$ cat config.mk
export PLATFORM = sky130hd
export DESIGN_NAME = sample_loader
export DESIGN_NICKNAME = d
export VERILOG_FILES = /design/src/source/fft_pkg.sv /design/src/source/sample_loader.sv
export SDC_FILE = /design/constraint.sdc
export NUM_CORES = 1
export LEC_CHECK = 0
export BUFFER_PORTS_ARGS = -buffer_cell sky130_fd_sc_hd__buf_2
export CAP_MARGIN = 15
export CORE_AREA = 2 2 159 161
export CTS_CLUSTER_DIAMETER = 150
export DETAILED_ROUTE_END_ITERATION = 8
export DIE_AREA = 0 0 161 163
export GPL_ROUTABILITY_DRIVEN = 0
export GPL_TIMING_DRIVEN = 1
export PLACE_DENSITY = 0.73
export SETUP_SLACK_MARGIN = 0.3
export SYNTH_ARGS = -nofsm -noshare
export SYNTH_HDL_FRONTEND = slang
export SYNTH_SLANG_ARGS = --single-unit
$ cat constraint.sdc
create_clock -name clk -period 1.49 [get_ports clk]
set_input_delay 0.298 -clock clk [delete_from_list [all_inputs] [get_ports clk]]
set_output_delay 0.298 -clock clk [all_outputs]
set_load 0.005 [all_outputs]
$ cat src/source/fft_pkg.sv
`default_nettype none

package fft_pkg;

    // ------------------------------------------------------------------------
    // Sizes
    // ------------------------------------------------------------------------
    localparam int DATA_WID     = 16;
    localparam int FFT_LEN      = 8;
    localparam int LOG2_FFT_LEN = 3;

    // Twiddles are Q1.14
    localparam int TWID_FRAC    = 14;

    // ------------------------------------------------------------------------
    // Data types
    // ------------------------------------------------------------------------
    typedef struct packed {
        logic signed [DATA_WID-1:0] re;
        logic signed [DATA_WID-1:0] im;
    } complex_t;

    // Slot 0 sits in the low bits
    typedef complex_t [FFT_LEN-1:0] frame_t;

    // One whole frame moving between pipeline ranks
    typedef struct packed {
        logic   valid;
        frame_t data;
    } stage_bus_t;

    // ------------------------------------------------------------------------
    // Twiddle table
    // ------------------------------------------------------------------------
    // cos and sin of 2*pi*k/8, the butterfly applies w = cos - j*sin
    localparam logic signed [DATA_WID-1:0] TWID_COS [FFT_LEN/2] = '{
        16'sd16384,
        16'sd11585,
        16'sd0,
        -16'sd11585
    };

    localparam logic signed [DATA_WID-1:0] TWID_SIN [FFT_LEN/2] = '{
        16'sd0,
        16'sd11585,
        16'sd16384,
        16'sd11585
    };

    // ------------------------------------------------------------------------
    // Helpers
    // ------------------------------------------------------------------------
    // Mirror the index bits, used to place input samples
    function automatic logic [LOG2_FFT_LEN-1:0] bit_rev(
        input logic [LOG2_FFT_LEN-1:0] idx
    );
        logic [LOG2_FFT_LEN-1:0] rev;
        for (int i = 0; i < LOG2_FFT_LEN; i++) begin
            rev[i] = idx[LOG2_FFT_LEN-1-i];
        end
        return rev;
    endfunction

endpackage

`default_nettype wire

$ cat src/source/sample_loader.sv
`default_nettype none

module sample_loader import fft_pkg::*; (
    input  wire        clk,
    input  wire        rst_n,
    input  wire        val_i,
    input  complex_t   sample_i,
    output stage_bus_t frame_o
);

    // Position of the next sample within the frame
    logic [LOG2_FFT_LEN-1:0] cnt;

    // ------------------------------------------------------------------------
    // Serial to parallel
    // ------------------------------------------------------------------------
    always_ff @(posedge clk or negedge rst_n) begin
        if (!rst_n) begin
            cnt     <= '0;
            frame_o <= '0;
        end else if (val_i) begin
            // Decimation in time wants the input in bit-reversed slots
            frame_o.data[bit_rev(cnt)] <= sample_i;
            cnt                        <= cnt + 1'b1;

            // Pulse on the eighth sample
            frame_o.valid <= (cnt == LOG2_FFT_LEN'(FFT_LEN - 1));
        end else begin
            // Gap in the stream drops the partial frame
            cnt           <= '0;
            frame_o.valid <= 1'b0;
        end
    end

    // ------------------------------------------------------------------------
    // Checks
    // ------------------------------------------------------------------------
    // A frame can only close on a cycle that carried a sample
    a_valid_after_sample: assert property (
        @(posedge clk) disable iff (!rst_n)
        frame_o.valid |-> $past(val_i)
    );

endmodule

`default_nettype wire

==> out/qor.yml <==
floorplanning:
  die_area_sq_um: 26240
  dieHeight_um: 163
  io-pin-count: 292
  floorplan.initialDensity: 0.3918
  die_w_um: 161
  rows: 58
  core_sq_um: 24670
global_route:
  grt_pass1_wl_um: 37470
  met3_usage: 0.03641
  use_met2: 0.3275
  grt_pass1_vias: 6346
  antenna_found_initial: 1
  top_usage_layer: "met2"
  grt_usage: 0.1854
  grt_overflow_total: 0
  use_met1: 0.2331
  grt_start_max_net_pins: 45
critical_path:
  worstSetupStartpointType: "flip-flop"
  r2r-start: "cnt[1]"
  crit_slowest_cell: "dfrtp_1"
  worstSetupPathType: "flip-flop to flip-flop"
  cp.required_ps: 1890
  startpoint: "cnt[1]"
  critPathMaxStageDelay_ps: 400
  path_cells: "buf_4 -> ha_4 -> nand3b_1 -> buf_6 -> clkbuf_16 -> mux2_2"
  worstSetupEndpointType: "flip-flop"
  cp_max_fo: 7
  crit_arrival_ps: 2000
clock_network:
  cts.clk_slew.worst_paths_ps: 60
  cts_sinks: 260
  clock_latency_ps: 520
  cts-htree-levels: 1
  cts_tree: "built"
  cts_buffers: 27
  clock_path_buffers: 3
  cts_root_buf: "clkbuf_16"
route:
  drt-initial-drc-count: 301
  wirelength_um: 25580
  postRouteAntennaNets: 0
  vias: 6104
  post_drt_wl_per_cell_um: 20.35
  viasPerCell: 4.856
  drc_errors: 0
  drt-pass1-iter-count: 4
timing:
  setup_viol: 190
  hold_viol: 0
  finalCritPeriodShare: 1.074
  slew_violations: 0
  fmax_mhz: 624.6
  rsz0062_at_grt: "true"
  finalClockSkew_ps: 10.33
  fin_ws_ps: -111.0
  slew_headroom: 0.7284
  tightest_slew_ps: 407.5
  fin_crit_ps: 1601
power_and_ir_drop:
  power.total_mw: 22.01
  powerDensity_nw_per_um2: 1655
  power.leakage_nw: 6.904
  vdd_ir_drop_max_mv: 0.9956
cells_and_area:
  ff_latch_area_sq_um: 6507
  multi_input_area_sq_um: 3147
  fill_cells: 2045
  drive_gt1_frac: 0.7052
  final_nets: 947
  area_delta_synth_final_pct: 37.57
placed_design:
  io_buffers: 291
  dp.final_hpwl_um: 16850
  pre_cts_ws_ps: -76.05
hold_path:
  min_from: "sample_i[17]"
  hold_class: "primary input to flip-flop"
synthesis:
  synthCells: 562
  synth_nets: 603
  avgSynthCellArea_sq_um: 17.20
  ys_ff_latch: 260
  syn-cell-area_sq_um: 9668
  synth-seq-area-share: 0.6730
  ys_warn_count: 0
  ys_types: 10
outcome:
  outcome: "complete, but fails checks"
  violations: "negative setup slack"
run:
  drv_cap: 0
flip-flops by register name (all words and copies together) (netlist names):
register / flops
cnt: 3
frame_o: 257
routing by layer:
metal | vias to the layer above | wire [um]
met3 | 32 | 1389
li1 | 2700 | -
met2 | 193 | 13210
met5 | - | 0
met1 | 3179 | 10530
met4 | 0 | 440
cell families (layout without fill, tap and decap cells):
logic type / after synthesis / in the layout / share of synthesized area
buffers and inverters: 29 / 393 / 0.01449
and+or+nand+nor: 11 / 11 / 0.006600
other: 0 / 1 / 0
adders and majority gates: 6 / 6 / 0.007765
DFF: 260 / 260 / 0.6730
muxes: 256 / 256 / 0.2982
cell type report:
type                    instances  share of cell area
diodes                          1           0.0001881
clock buffers                  38             0.05842
clock inverters                11             0.01251
inverters                       4            0.001129
multi-input cells             273              0.2366
flip-flops and latches        260              0.4893
well taps                     330             0.03104
repair buffers                340              0.1708
metrics by stage:
stage                     utilization  cells  hold slack, ps  instance area [sq um]  TNS (ps)
after floorplan                     -    562           2.409                   9816         0
after global placement         0.4859   1191           230.8                  11990     -3921
after detailed placement       0.4859   1191           239.6                  11990     -6671
after CTS                      0.5290   1248           94.64                  13050     -7664
after global routing           0.5390   1257           118.2                  13300    -19960
final                          0.5390   1257           117.6                  13300    -10520
what timing repair did:
item | in CTS | in global routing
cloned | 2 | 6
setup buffers | 5 | 2
setup endpoints to repair | 514 | 514
gates resized for setup | 5 | 23
endpoints found under the hold margin | 31 | 0
pin swaps | 0 | 1
hold buffers | 1 | 0
layout by cell type (no fill, tap or decap):
cell type / instances
buf_2: 290
dfrtp_1: 259
mux2_2: 240
clkbuf_16: 33
buf_12: 22
mux2_4: 16
buf_4: 14
clkbuf_8: 6
clkbuf_1: 5
ha_2: 4
bufinv_16: 4
buf_6: 4
nand3b_1: 3
nand3_2: 3
clkinvlp_4: 3
clkinv_2: 3
inv_1: 2
inv_2: 2
nor2b_1: 2
nand2_4: 2
ha_4: 2
buf_16: 2
diode_2: 1
and2_1: 1
inv_6: 1
dfrtp_2: 1
dlygate4sd3_1: 1
buf_8: 1
worst max-delay path: cells and delay by family, from the launching register on:
| family | cells | cell delay, ps |
|---|---|---|
| buffers and inverters | 3 | 460 |
| flip-flops | 1 | 400 |
| multiplexers | 1 | 330 |
| adder cells (fa/ha/maj) | 1 | 150 |
| AND/OR/NAND/NOR | 1 | 150 |
Yosys cell counts:
cell,instances,share of area
mux2_2,256,0.30
nand3b_1,3,0.0023
nand3_1,3,0.0016
nor2b_1,2,0.0013
and2_1,1,0.00065
dfrtp_1,260,0.67
ha_1,6,0.0078
inv_1,4,0.0016
buf_2,25,0.013
nand2_1,2,0.00078
path summary, 6_finish.rpt:
kind	end	slack [ps]	cells after the start
max in group asynchronous	frame_o[146]	620	3
worst min-delay path	frame_o[81]	120	2
worst min register to register	frame_o[160]	500	1
worst max register to register	frame_o[89]	-110	6
worst max-delay path	frame_o[89]	-110	6
min in group asynchronous	frame_o[129]	280	2
report_power, final:
group          internal (mW)  switching [mW]  leakage (nW)
clock network           4.33            2.74         0.455
logic                   2.96            2.07          3.18
registers               8.97           0.951          3.27
total                   16.3            5.76          6.90
No activity file was read; power rests on OpenSTA's default activity.
