--- config.mk ---
export PLATFORM = sky130hd
export DESIGN_NAME = spectrum_unloader
export DESIGN_NICKNAME = d
export VERILOG_FILES = /design/src/source/fft_pkg.sv /design/src/source/spectrum_unloader.sv
export SDC_FILE = /design/constraint.sdc
export NUM_CORES = 1
export LEC_CHECK = 0
export ABC_AREA = 1
export ABC_CLOCK_PERIOD_IN_PS = 1590
export BUFFER_PORTS_ARGS = -buffer_cell sky130_fd_sc_hd__buf_2
export CAP_MARGIN = 25
export CORE_UTILIZATION = 30
export DETAILED_ROUTE_END_ITERATION = 7
export REMOVE_ABC_BUFFERS = 1
export SYNTH_ARGS = -nofsm -noshare
export SYNTH_HDL_FRONTEND = slang
export SYNTH_SLANG_ARGS = --single-unit
--- constraint.sdc ---
create_clock -name clk -period 1.59 [get_ports clk]
set_input_delay 0.159 -clock clk [delete_from_list [all_inputs] [get_ports clk]]
set_output_delay 0.159 -clock clk [all_outputs]
set_load 0.02 [all_outputs]
--- src/source/fft_pkg.sv ---
`default_nettype none

package fft_pkg;

    // ------------------------------------------------------------------------
    // Sizes
    // ------------------------------------------------------------------------
    localparam int DATA_WID     = 16;
    localparam int FFT_LEN      = 8;
    localparam int LOG2_FFT_LEN = 3;

    // Twiddles are Q1.14
    localparam int TWID_FRAC    = 14;

    // ------------------------------------------------------------------------
    // Data types
    // ------------------------------------------------------------------------
    typedef struct packed {
        logic signed [DATA_WID-1:0] re;
        logic signed [DATA_WID-1:0] im;
    } complex_t;

    // Slot 0 sits in the low bits
    typedef complex_t [FFT_LEN-1:0] frame_t;

    // One whole frame moving between pipeline ranks
    typedef struct packed {
        logic   valid;
        frame_t data;
    } stage_bus_t;

    // ------------------------------------------------------------------------
    // Twiddle table
    // ------------------------------------------------------------------------
    // cos and sin of 2*pi*k/8, the butterfly applies w = cos - j*sin
    localparam logic signed [DATA_WID-1:0] TWID_COS [FFT_LEN/2] = '{
        16'sd16384,
        16'sd11585,
        16'sd0,
        -16'sd11585
    };

    localparam logic signed [DATA_WID-1:0] TWID_SIN [FFT_LEN/2] = '{
        16'sd0,
        16'sd11585,
        16'sd16384,
        16'sd11585
    };

    // ------------------------------------------------------------------------
    // Helpers
    // ------------------------------------------------------------------------
    // Mirror the index bits, used to place input samples
    function automatic logic [LOG2_FFT_LEN-1:0] bit_rev(
        input logic [LOG2_FFT_LEN-1:0] idx
    );
        logic [LOG2_FFT_LEN-1:0] rev;
        for (int i = 0; i < LOG2_FFT_LEN; i++) begin
            rev[i] = idx[LOG2_FFT_LEN-1-i];
        end
        return rev;
    endfunction

endpackage

`default_nettype wire

--- src/source/spectrum_unloader.sv ---
`default_nettype none

module spectrum_unloader import fft_pkg::*; (
    input  wire        clk,
    input  wire        rst_n,
    input  stage_bus_t bus_i,
    output logic       val_o,
    output complex_t   sample_o
);

    frame_t                  spec_buf;
    // Next bin to send
    // Zero when idle or when bin 7 is on the output
    logic [LOG2_FFT_LEN-1:0] cnt;

    // ------------------------------------------------------------------------
    // Capture the spectrum
    // ------------------------------------------------------------------------
    always_ff @(posedge clk or negedge rst_n) begin
        if (!rst_n) begin
            spec_buf <= '0;
        end else if (bus_i.valid) begin
            spec_buf <= bus_i.data;
        end
    end

    // ------------------------------------------------------------------------
    // Parallel to serial
    // ------------------------------------------------------------------------
    always_ff @(posedge clk or negedge rst_n) begin
        if (!rst_n) begin
            cnt      <= '0;
            val_o    <= 1'b0;
            sample_o <= '0;
        end else if (bus_i.valid) begin
            // Bin 0 goes straight out
            cnt      <= LOG2_FFT_LEN'(1);
            val_o    <= 1'b1;
            sample_o <= bus_i.data[0];
        end else if (cnt != '0) begin
            cnt      <= cnt + 1'b1;
            val_o    <= 1'b1;
            sample_o <= spec_buf[cnt];
        end else begin
            val_o    <= 1'b0;
            sample_o <= '0;
        end
    end

    // ------------------------------------------------------------------------
    // Checks
    // ------------------------------------------------------------------------
    // New frame only when idle or while bin 7 is showing
    a_no_overrun: assert property (
        @(posedge clk) disable iff (!rst_n)
        bus_i.valid |-> (cnt == '0)
    );

endmodule

`default_nettype wire

==> results.txt <==
----------------------------------------------------
[Status]
  Run status ... complete, but fails checks
  Violations in the final reports ... negative hold slack

[GRT]
  Pin count of the biggest net entering global routing ... 93
  Antenna violations before repair ... 2
  Global-route wire length before repair ... 66600 um
  Overflow left after global routing ... 0
  Number of global-route vias before repair ... approximately 13000
  All-layer global routing usage ... 0.186

[Critical path]
  Reg-to-Reg End ... sample_o[30]$_DFF_PN0_
  Max stage delay on crit path ... 0.52 ns
  Critical Path RT ... ~2 ns
  CP delay by family, top ... flip-flops
  Crit-path most repeated cell ... sky130_fd_sc_hd__nand2_1
  Critical Path End Type ... register
  CP Buf/Inv Count ... 3
  Critical R2R Launch ... cnt[0]$_DFFE_PN0P_
  Worst R2R Path Depth ... 8
  Crit Path Max Fanout ... 11
  Critical Path AT ... about 1.9 ns
  Startpoint Class ... register
  Logic depth of the worst setup path including buffers ... 8
  Slowest CP cell ... sky130_fd_sc_hd__dfrtp_4
  Cell breakdown of the critical path ... inv_4 -> ha_1 -> nand2_1 -> nand2_1 -> inv_2 -> buf_4 -> nand3_1 -> nand2_1
  Category of the most critical setup path ... reg -> reg
  Worst setup slack for register-to-register paths ... between 0.08 and 0.09 ns

[Finish]
  Filler instances ... roughly 4200
  Leading cell type in the layout, fill and taps excluded ... sky130_fd_sc_hd__nand2_1
  Non-filler cells, final ... about 2800
  Area Overhead vs Synth ... 43.9%
  Most frequent cells in the layout ... sky130_fd_sc_hd__nand2_1, sky130_fd_sc_hd__buf_2, sky130_fd_sc_hd__dfrtp_1
  Ratio of cells with drive above 1 in the final layout ... 0.173
  Net count of the finished layout ... between 2000 and 2500
  Post-route cell area ... 0.0194 sq mm

[Routing]
  Met2 layer wire length in the routed design ... 20300 um
  Routed wire length on met3 ... 2370 um
  Drt total wl ... 42400 um
  Via count ... approximately 13000
  DR WL/cell ... approximately 15 um
  Top metal layer carrying routed signals ... met4
  Total iterations of the first detailed-routing run ... 7
  ANT nets after route ... 0
  Detailed Route Iter0 Violations ... slightly above 900
  Wire length on met1 ... about 18000 um
  Routed via count divided by cell count ... ~4.5
  Drt drc ... 0

[Placement]
  Global placement routability congestion ... around 0.8
  # placed instances ... approximately 2500
  Half-perimeter wire length after placement ... 25100 um
  Input/output buffers ... about 290
  Placed standard-cell area ... approximately 0.016 sq mm

[Logic synthesis]
  Number of register bits inferred by synthesis ... ~300
  Largest family of logic cells by synthesized area ... simple AND/OR/NAND/NOR gates
  Post-Syn Area ... roughly 0.013 sq mm
  Area fraction of the dominant cell type after synthesis ... 0.543
  Portion of the post-synthesis area used by sequential elements ... 0.543
  Synthesis Warnings ... 0
  Xor/xnor cell area share of the yosys netlist ... 0.000651
  Syn_area_per_cell ... around 7.9 sq um
  Largest cells by area after synthesis ... sky130_fd_sc_hd__dfrtp_1, sky130_fd_sc_hd__nand2_1, sky130_fd_sc_hd__nand3_1
  Area share of and/or/nand/nor cells after synthesis ... 0.237
  Adder-cell share of the synthesized area ... 0.00186
  Distinct cell type count of the synthesized netlist ... 14
  Share of cell area taken by muxes after synthesis ... 0
  Synthesized netlist cell count ... between 1500 and 2000
  Cell taking the most area after synthesis ... sky130_fd_sc_hd__dfrtp_1
  Complex-gate fraction of the synthesized area ... 0.0959

[Clock network]
  Post-CTS setup buffer count ... 0
  Clock root buffer ... sky130_fd_sc_hd__clkbuf_16
  TritonCTS clock tree ... done
  Number of buffers inserted during clock tree synthesis ... 36
  CTS Buffer Depth ... 3
  Clk sink count ... 292
  Clock Pin Slew Worst Setup and Hold Paths ... around 0.060 ns
  Clock insertion delay at the later pin of the skew report ... between 0.5 and 0.6 ns
  H-tree Lvls ... 2

[STA]
  Final period util ... 0.946
  Setup repair after global routing missed its margin ... false
  Setup TNS ... 0 ns
  Hold slack ... -0.0362 ns
  Maximum achievable frequency ... ~660 MHz
  Min Tclk post-route ... 1.50 ns
  Number of max-slew violations in the final report ... 0
  Finish-stage setup viols ... 0
  Final worst clock skew ... 0.0111 ns
  Hold violation total from the final report ... 1
  Slew at the pin closest to its max-slew limit ... approximately 0.60 ns
  Tightest slew margin relative to the limit ... 0.598

[Worst hold path]
  Hold-critical path endpoint ... spec_buf[163]$_DFFE_PN0P_
  Number of instances on the worst hold path ... 2
  Type of the tightest min-delay check ... in -> reg
  Startpoint of the tightest hold check path ... bus_i[256]

[Pwr]
  Worst supply voltage drop on vdd ... ~1.1 mV
  Pwr/cell area ... approximately 1300 mW/mm^2
  Standby leakage power ... ~10 nW
  Total power of the final layout ... around 25 mW

[Floorplan]
  Height of the die ... between 200 and 250 um
  Starting utilization of the core area ... 0.304
  IO Pins ... 292
  Standard cell core area ... ~0.044 sq mm
  Cell row count ... 77
  Full die area ... 0.0457 sq mm
  Width of the chip ... 214 um

[Job]
  Max-cap violations ... 0

----------------------------------------------------
cell usage after synthesis:
cell type,instances
sky130_fd_sc_hd__nand2_1,548
sky130_fd_sc_hd__dfrtp_1,292
sky130_fd_sc_hd__inv_1,257
sky130_fd_sc_hd__nand3_1,225
sky130_fd_sc_hd__o21ai_0,185
sky130_fd_sc_hd__o21ai_1,73
sky130_fd_sc_hd__buf_2,44
sky130_fd_sc_hd__clkbuf_1,36
sky130_fd_sc_hd__buf_6,23
sky130_fd_sc_hd__buf_4,6
sky130_fd_sc_hd__inv_2,4
sky130_fd_sc_hd__ha_1,2
sky130_fd_sc_hd__nor2_1,1
sky130_fd_sc_hd__xnor2_1,1
area by class of cell:
type,instances,area (sq um),area share
timing repair buffer,598,4710,0.243
clock inverter,3,65.1,0.00336
sequential,292,7320,0.378
antenna,2,5.00,0.000258
clock buffer,55,1030,0.0534
inverter,261,983,0.0508
tap,592,741,0.0383
multi-input combinational,1035,4510,0.233
report_power, final:
part           switching (mW)  internal [mW]  leakage, nW
clock network            3.07           4.76        0.533
registers               0.339           8.37         3.55
logic                    5.10           2.97         5.88
state kept, by name (all words and copies together) (netlist names):
name,flops
sample_o,32
val_o,1
spec_buf,256
cnt,3
through the flow:
stage,worst slack (ns),util
after floorplan,-3.37,-
after detailed placement,0.0971,0.353
after global routing,0.000113,0.438
after CTS,0.0212,0.438
after global placement,0.111,0.353
final,0.0854,0.438
cell families after synthesis:
kind of cell	count (synthesis)
flops	292
fa+ha+maj	2
compound gates	258
xor+xnor	1
buf+inv	370
simple gates	774
worst max-delay path by stage:
stage / start / endpoint / slack (ns)
detailed placement: cnt[0]$_DFFE_PN0P_ / sample_o[0]$_DFF_PN0_ / 0.1
floorplan: cnt[0]$_DFFE_PN0P_ / cnt[0]$_DFFE_PN0P_ / -3.37
finish: cnt[0]$_DFFE_PN0P_ / sample_o[30]$_DFF_PN0_ / 0.09
global placement: cnt[0]$_DFFE_PN0P_ / sample_o[26]$_DFF_PN0_ / 0.11
CTS: bus_i[131] / spec_buf[131]$_DFFE_PN0P_ / 0.02
global route: cnt[0]$_DFFE_PN0P_ / sample_o[22]$_DFF_PN0_ / 0.0001
routing by layer:
layer  up-vias  track usage
met5         -            0
met4         0       0.0700
met3       100       0.0384
met2       404        0.312
met1      5977        0.235
li1       6311            -
repair_timing:
action,4_1_cts,5_1_grt
gates resized for setup,0,1
hold buffers,263,1
hold endpoints to repair,580,1
setup endpoints to repair,0,3
(Power assumes the default switching activity.)
