**config.mk**
```make
export PLATFORM = sky130hd
export DESIGN_NAME = butterfly_stage
export DESIGN_NICKNAME = d
export VERILOG_FILES = /design/src/source/fft_pkg.sv /design/src/source/butterfly_stage.sv
export SDC_FILE = /design/constraint.sdc
export NUM_CORES = 1
export LEC_CHECK = 0
export BUFFER_PORTS_ARGS = -buffer_cell sky130_fd_sc_hd__buf_2
export CELL_PAD_IN_SITES_DETAIL_PLACEMENT = 1
export CELL_PAD_IN_SITES_GLOBAL_PLACEMENT = 2
export CORE_MARGIN = 2
export CORE_UTILIZATION = 35
export DETAILED_ROUTE_END_ITERATION = 6
export PLACE_DENSITY_LB_ADDON = 0.1
export RECOVER_POWER = 25
export SYNTH_ARGS = -nofsm -noshare
export SYNTH_HDL_FRONTEND = slang
export SYNTH_SLANG_ARGS = --single-unit
```
**constraint.sdc**
```tcl
create_clock -name clk -period 2.5 [get_ports clk]
set_input_delay 0.25 -clock clk [delete_from_list [all_inputs] [get_ports clk]]
set_output_delay 0.25 -clock clk [all_outputs]
set_load 0.1 [all_outputs]
```
**src/source/fft_pkg.sv**
```systemverilog
`default_nettype none

package fft_pkg;

    // ------------------------------------------------------------------------
    // Sizes
    // ------------------------------------------------------------------------
    localparam int DATA_WID     = 16;
    localparam int FFT_LEN      = 8;
    localparam int LOG2_FFT_LEN = 3;

    // Twiddles are Q1.14
    localparam int TWID_FRAC    = 14;

    // ------------------------------------------------------------------------
    // Data types
    // ------------------------------------------------------------------------
    typedef struct packed {
        logic signed [DATA_WID-1:0] re;
        logic signed [DATA_WID-1:0] im;
    } complex_t;

    // Slot 0 sits in the low bits
    typedef complex_t [FFT_LEN-1:0] frame_t;

    // One whole frame moving between pipeline ranks
    typedef struct packed {
        logic   valid;
        frame_t data;
    } stage_bus_t;

    // ------------------------------------------------------------------------
    // Twiddle table
    // ------------------------------------------------------------------------
    // cos and sin of 2*pi*k/8, the butterfly applies w = cos - j*sin
    localparam logic signed [DATA_WID-1:0] TWID_COS [FFT_LEN/2] = '{
        16'sd16384,
        16'sd11585,
        16'sd0,
        -16'sd11585
    };

    localparam logic signed [DATA_WID-1:0] TWID_SIN [FFT_LEN/2] = '{
        16'sd0,
        16'sd11585,
        16'sd16384,
        16'sd11585
    };

    // ------------------------------------------------------------------------
    // Helpers
    // ------------------------------------------------------------------------
    // Mirror the index bits, used to place input samples
    function automatic logic [LOG2_FFT_LEN-1:0] bit_rev(
        input logic [LOG2_FFT_LEN-1:0] idx
    );
        logic [LOG2_FFT_LEN-1:0] rev;
        for (int i = 0; i < LOG2_FFT_LEN; i++) begin
            rev[i] = idx[LOG2_FFT_LEN-1-i];
        end
        return rev;
    endfunction

endpackage

`default_nettype wire

```
**src/source/butterfly_stage.sv**
```systemverilog
`default_nettype none

module butterfly_stage import fft_pkg::*; #(
    parameter int STAGE = 0
) (
    input  wire        clk,
    input  wire        rst_n,
    input  stage_bus_t bus_i,
    output stage_bus_t bus_o
);

    // Combinational result of this rank
    wire frame_t nxt_data;

    // ------------------------------------------------------------------------
    // Butterflies
    // ------------------------------------------------------------------------
    for (genvar p = 0; p < FFT_LEN / 2; p++) begin : g_bfly
        // Pair distance and where this butterfly sits in its group
        localparam int SPAN = 1 << STAGE;
        localparam int POS  = p % SPAN;
        localparam int GRP  = p / SPAN;
        localparam int TOP  = GRP * 2 * SPAN + POS;
        localparam int BOT  = TOP + SPAN;
        localparam int TW   = POS * (FFT_LEN / (2 * SPAN));

        localparam logic signed [DATA_WID-1:0] W_COS = TWID_COS[TW];
        localparam logic signed [DATA_WID-1:0] W_SIN = TWID_SIN[TW];

        complex_t                     a;
        complex_t                     b;
        logic signed [2*DATA_WID:0]   prod_re;
        logic signed [2*DATA_WID:0]   prod_im;
        logic signed [2*DATA_WID+1:0] top_re;
        logic signed [2*DATA_WID+1:0] top_im;
        logic signed [2*DATA_WID+1:0] bot_re;
        logic signed [2*DATA_WID+1:0] bot_im;

        assign a = bus_i.data[TOP];
        assign b = bus_i.data[BOT];

        // b times conj of exp(j*2*pi*k/N) at full precision
        assign prod_re = b.re * W_COS + b.im * W_SIN;
        assign prod_im = b.im * W_COS - b.re * W_SIN;

        // Drop the twiddle fraction before the add and subtract
        assign top_re = a.re + (prod_re >>> TWID_FRAC);
        assign top_im = a.im + (prod_im >>> TWID_FRAC);
        assign bot_re = a.re - (prod_re >>> TWID_FRAC);
        assign bot_im = a.im - (prod_im >>> TWID_FRAC);

        // Bits [16:1] halve the result so growth stays in 16 bits
        assign nxt_data[TOP] = '{
            re: top_re[DATA_WID:1],
            im: top_im[DATA_WID:1]
        };
        assign nxt_data[BOT] = '{
            re: bot_re[DATA_WID:1],
            im: bot_im[DATA_WID:1]
        };
    end

    // ------------------------------------------------------------------------
    // Rank register
    // ------------------------------------------------------------------------
    always_ff @(posedge clk or negedge rst_n) begin
        if (!rst_n) begin
            bus_o <= '0;
        end else begin
            bus_o.valid <= bus_i.valid;
            // Hold the last frame while nothing new arrives
            if (bus_i.valid) begin
                bus_o.data <= nxt_data;
            end
        end
    end

    // ------------------------------------------------------------------------
    // Checks
    // ------------------------------------------------------------------------
    // Exactly one cycle of latency per rank
    a_one_cycle: assert property (
        @(posedge clk) disable iff (!rst_n)
        bus_o.valid == $past(bus_i.valid)
    );

endmodule

`default_nettype wire

```
==> results.sh <==
export IMPL_worst_r2r_setup_slack_ns=1.51
export IMPL_grtUsageMet2=0.419
export IMPL_fill_cells=7264
export IMPL_ios=516
export IMPL_crit_path_start="bus_i[177]"
export IMPL_min_path_type="input port to register"
export IMPL_ant_nets=0
export IMPL_syn_area_um2=21100
export IMPL_die_x_um=250
export IMPL_antenna_found_initial=24
export IMPL_io_buffers=515
export IMPL_setup_worst_path_end_class="register"
export IMPL_setup_slack_ns=0.163
export IMPL_synth_top_area_cell="dfrtp_1"
export IMPL_slowest_delay_ns=0.56
export IMPL_ys_ff_latch=257
export IMPL_leakagePower_nw=13.5
export IMPL_start_kind="input port"
export IMPL_globalplace_congestion=0.909
export IMPL_synth_top_area_frac=0.304
export IMPL_synth_warnings=0
export IMPL_grt_max_degree=103
export IMPL_finalHoldViolations=0
export IMPL_crit_type="input port to register"
export IMPL_synth_seq_area_share=0.304
export IMPL_violations="capacitance limit, slew limit"
export IMPL_crit_path_top_delay_cell="a2111oi_0"
export IMPL_reg2reg_depth=3
export IMPL_synth_cells=2435
export IMPL_synth_top_cells_by_area="dfrtp_1 30%, ha_1 14%, xnor2_1 7.0%"
export IMPL_syn_area_per_cell_um2=8.68
export IMPL_status="finished, violations left"
export IMPL_clock_latency_ns=0.55
export IMPL_cts_sinks=257
export IMPL_gr_total_overflow=0
export IMPL_busiest_layer="met2"
export IMPL_dieHeight_um=250
export IMPL_max_freq_ghz=0.428
export IMPL_via_per_inst=5.11
export IMPL_initial_core_util=0.352
export IMPL_grt_pass1_wl_um=121000
export IMPL_drtIter0Drc=694
export IMPL_cp_max_fo=3
export IMPL_ys_flop_type="dfrtp_1"
export IMPL_regMostFlops="bus_o"
export IMPL_die_area_um2=62400
export IMPL_required_ns=2.98
export IMPL_largestRegisters="bus_o (257)"
export IMPL_drc=0
export IMPL_relSlewSlack=-0.0876
export IMPL_core_area_um2=60000
export IMPL_finalClockSkew_ns=0
export IMPL_tightest_slew_ns=1.63
export IMPL_routed_wl_um=76700
export IMPL_fin_worst_hold_slack_ns=0.0927
export IMPL_htreeDepth=2
export IMPL_clock_tree_buffer_depth=3
export IMPL_synth_nets=2950
export IMPL_cts_tree="yes"
export IMPL_setup_violations=0
export IMPL_power_density_nw_per_um2=879
export IMPL_synth_edff_count=0
export IMPL_reg2reg_from="bus_o[175]"
export IMPL_grt_use_total=0.244
export IMPL_rsz0062_at_grt="no"
export IMPL_hpwlAfterDp_um=62300
export IMPL_row_count=90
export IMPL_layout_nets=3622
export IMPL_met3_usage=0.0671
export IMPL_routedWlPerCell_um=19.5
export IMPL_grt_pass1_vias=21954
export IMPL_finalCriticalPeriod_ns=2.34
export IMPL_layout_drive_gt1_share=0.303
export IMPL_cts_root_buf="clkbuf_16"
export IMPL_areaGrowthSynthToFinish_pct=29.4
export IMPL_ir_worst_vdd_mv=0.480
export IMPL_grt_use_met1=0.293
export IMPL_pre_cts_slack_ns=-0.441
export IMPL_min_period_over_period=0.935
export IMPL_cp_data_arrival_time_ns=2.82
export IMPL_synthArstFlopShare=1.00
export IMPL_cts_buffers=36
export IMPL_synth_cell_type_count=82
export IMPL_r2r_end="bus_o[175]"
export IMPL_crit_path_end="bus_o[156]"
export IMPL_path_clk_slew_ns=0.05
export IMPL_dr_pass1_iters=4
export IMPL_cap_violations=3
export IMPL_path_cells="buf_2 > inv_1 > ha_1 > and3b_1 > o21ai_1 > a2111oi_0 > buf_4 > nor3_1 > or3_1 > a21oi_1 > mux2_1 > nand3_1"
export IMPL_maxSlewViolCount=149
export IMPL_largest_reg_flops=257
export IMPL_cts_setup_buffers=0
export IMPL_vias=20068
==> worst min-delay path by stage <==
stage	startpoint	to	slack, ns	depth (start not counted)
after global routing	bus_i[256]	bus_o[149]	0.1	2
after global placement	rst_n	bus_o[114]	0.17	1
final	bus_i[256]	bus_o[149]	0.09	2
after floorplan	rst_n	bus_o[0]	-0.05	0
after detailed placement	rst_n	bus_o[82]	0.18	1
after CTS	bus_i[143]	bus_o[175]	0.06	3
==> Yosys cell counts (40+ instances only) <==
| master | instances |
|---|---|
| a21o_1 | 49 |
| a21oi_1 | 271 |
| clkbuf_1 | 111 |
| dfrtp_1 | 257 |
| ha_1 | 240 |
| inv_1 | 223 |
| mux2_2 | 108 |
| nand2_1 | 83 |
| nor2_1 | 259 |
| nor2b_1 | 46 |
| nor3_1 | 40 |
| o21ai_0 | 75 |
| o21bai_1 | 46 |
| xnor2_1 | 170 |
==> routing by layer <==
layer  wire length, um  up-vias
met4              2470       26
met5               160        -
met3              4760      129
met2             37000      411
li1                  -     9749
met1             32200     9753
==> cells by family (layout without fill, tap and decap cells) <==
| family | count (synthesis) | count (layout) | share of synthesized area |
|---|---|---|---|
| AND/OR/NAND/NOR | 590 | 590 | 0.134 |
| buffers and inverters | 362 | 1060 | 0.0655 |
| flip-flops | 257 | 257 | 0.304 |
| other | 0 | 12 | 0 |
| adder cells (fa/ha/maj) | 256 | 256 | 0.157 |
| AO/OA/AOI/OAI | 659 | 659 | 0.197 |
| multiplexers | 113 | 113 | 0.0600 |
| XOR/XNOR | 198 | 198 | 0.0821 |
==> per-stage QoR <==
step	TNS [ns]	utilization	cell area, um2	instances	total power [mW]
after global placement	-6.18	0.436	26200	3850	18.5
after floorplan	0	-	21100	2435	15.4
after global routing	0	0.455	27300	3921	25.2
after CTS	0	0.457	27400	3915	24.4
after detailed placement	-8.99	0.436	26200	3850	18.7
final	0	0.456	27400	3927	24.0
==> layout make-up <==
type,count,area (um2),share of cell area
Sequential cell,257,6430,0.235
Inverter,226,848,0.0310
Clock buffer,49,1030,0.0377
Timing Repair Buffer,770,4490,0.164
Antenna cell,12,30.0,0.00110
Multi-Input combinational cell,1816,13300,0.487
Tap cell,782,978,0.0358
Clock inverter,15,213,0.00778
==> cell usage in the layout (no fill, tap or decap), drive strengths merged, types with 19 or more instances in the layout <==
| master | Yosys | layout |
|---|---|---|
| buf | 24 | 756 |
| a21oi | 271 | 271 |
| nor2 | 259 | 259 |
| dfrtp | 257 | 257 |
| ha | 240 | 240 |
| inv | 225 | 227 |
| xnor2 | 170 | 170 |
| mux2 | 109 | 109 |
| o21ai | 96 | 96 |
| nand2 | 83 | 83 |
| clkbuf | 112 | 62 |
| a21o | 49 | 49 |
| nor2b | 46 | 46 |
| o21bai | 46 | 46 |
| nor3 | 40 | 40 |
| nand3 | 31 | 31 |
| nand2b | 31 | 31 |
| xor2 | 28 | 28 |
| a31oi | 26 | 26 |
| o31ai | 22 | 22 |
| o21a | 21 | 21 |
| a211oi | 20 | 20 |
| nor4 | 19 | 19 |
==> repair_timing <==
action,in CTS,in global routing
hold buffers,1,0
hold endpoints to repair,91,0
gates resized for setup,0,3
setup endpoints to repair,0,2
==> power by group <==
group | leakage, nW | internal, mW | switching [mW]
clock network | 0.610 | 3.41 | 2.08
registers | 2.98 | 5.06 | 0.516
logic | 9.92 | 2.98 | 10.0
==> critical path, delay by kind of cell <==
kind                       cells  cell delay [ns]
muxes                          1             0.33
and+or+nand+nor                4             0.75
AOI/OAI and AO/OA              3             0.82
buffers and inverters          3             0.38
adders and majority gates      1             0.28
No activity file was read; power rests on OpenSTA's default activity.
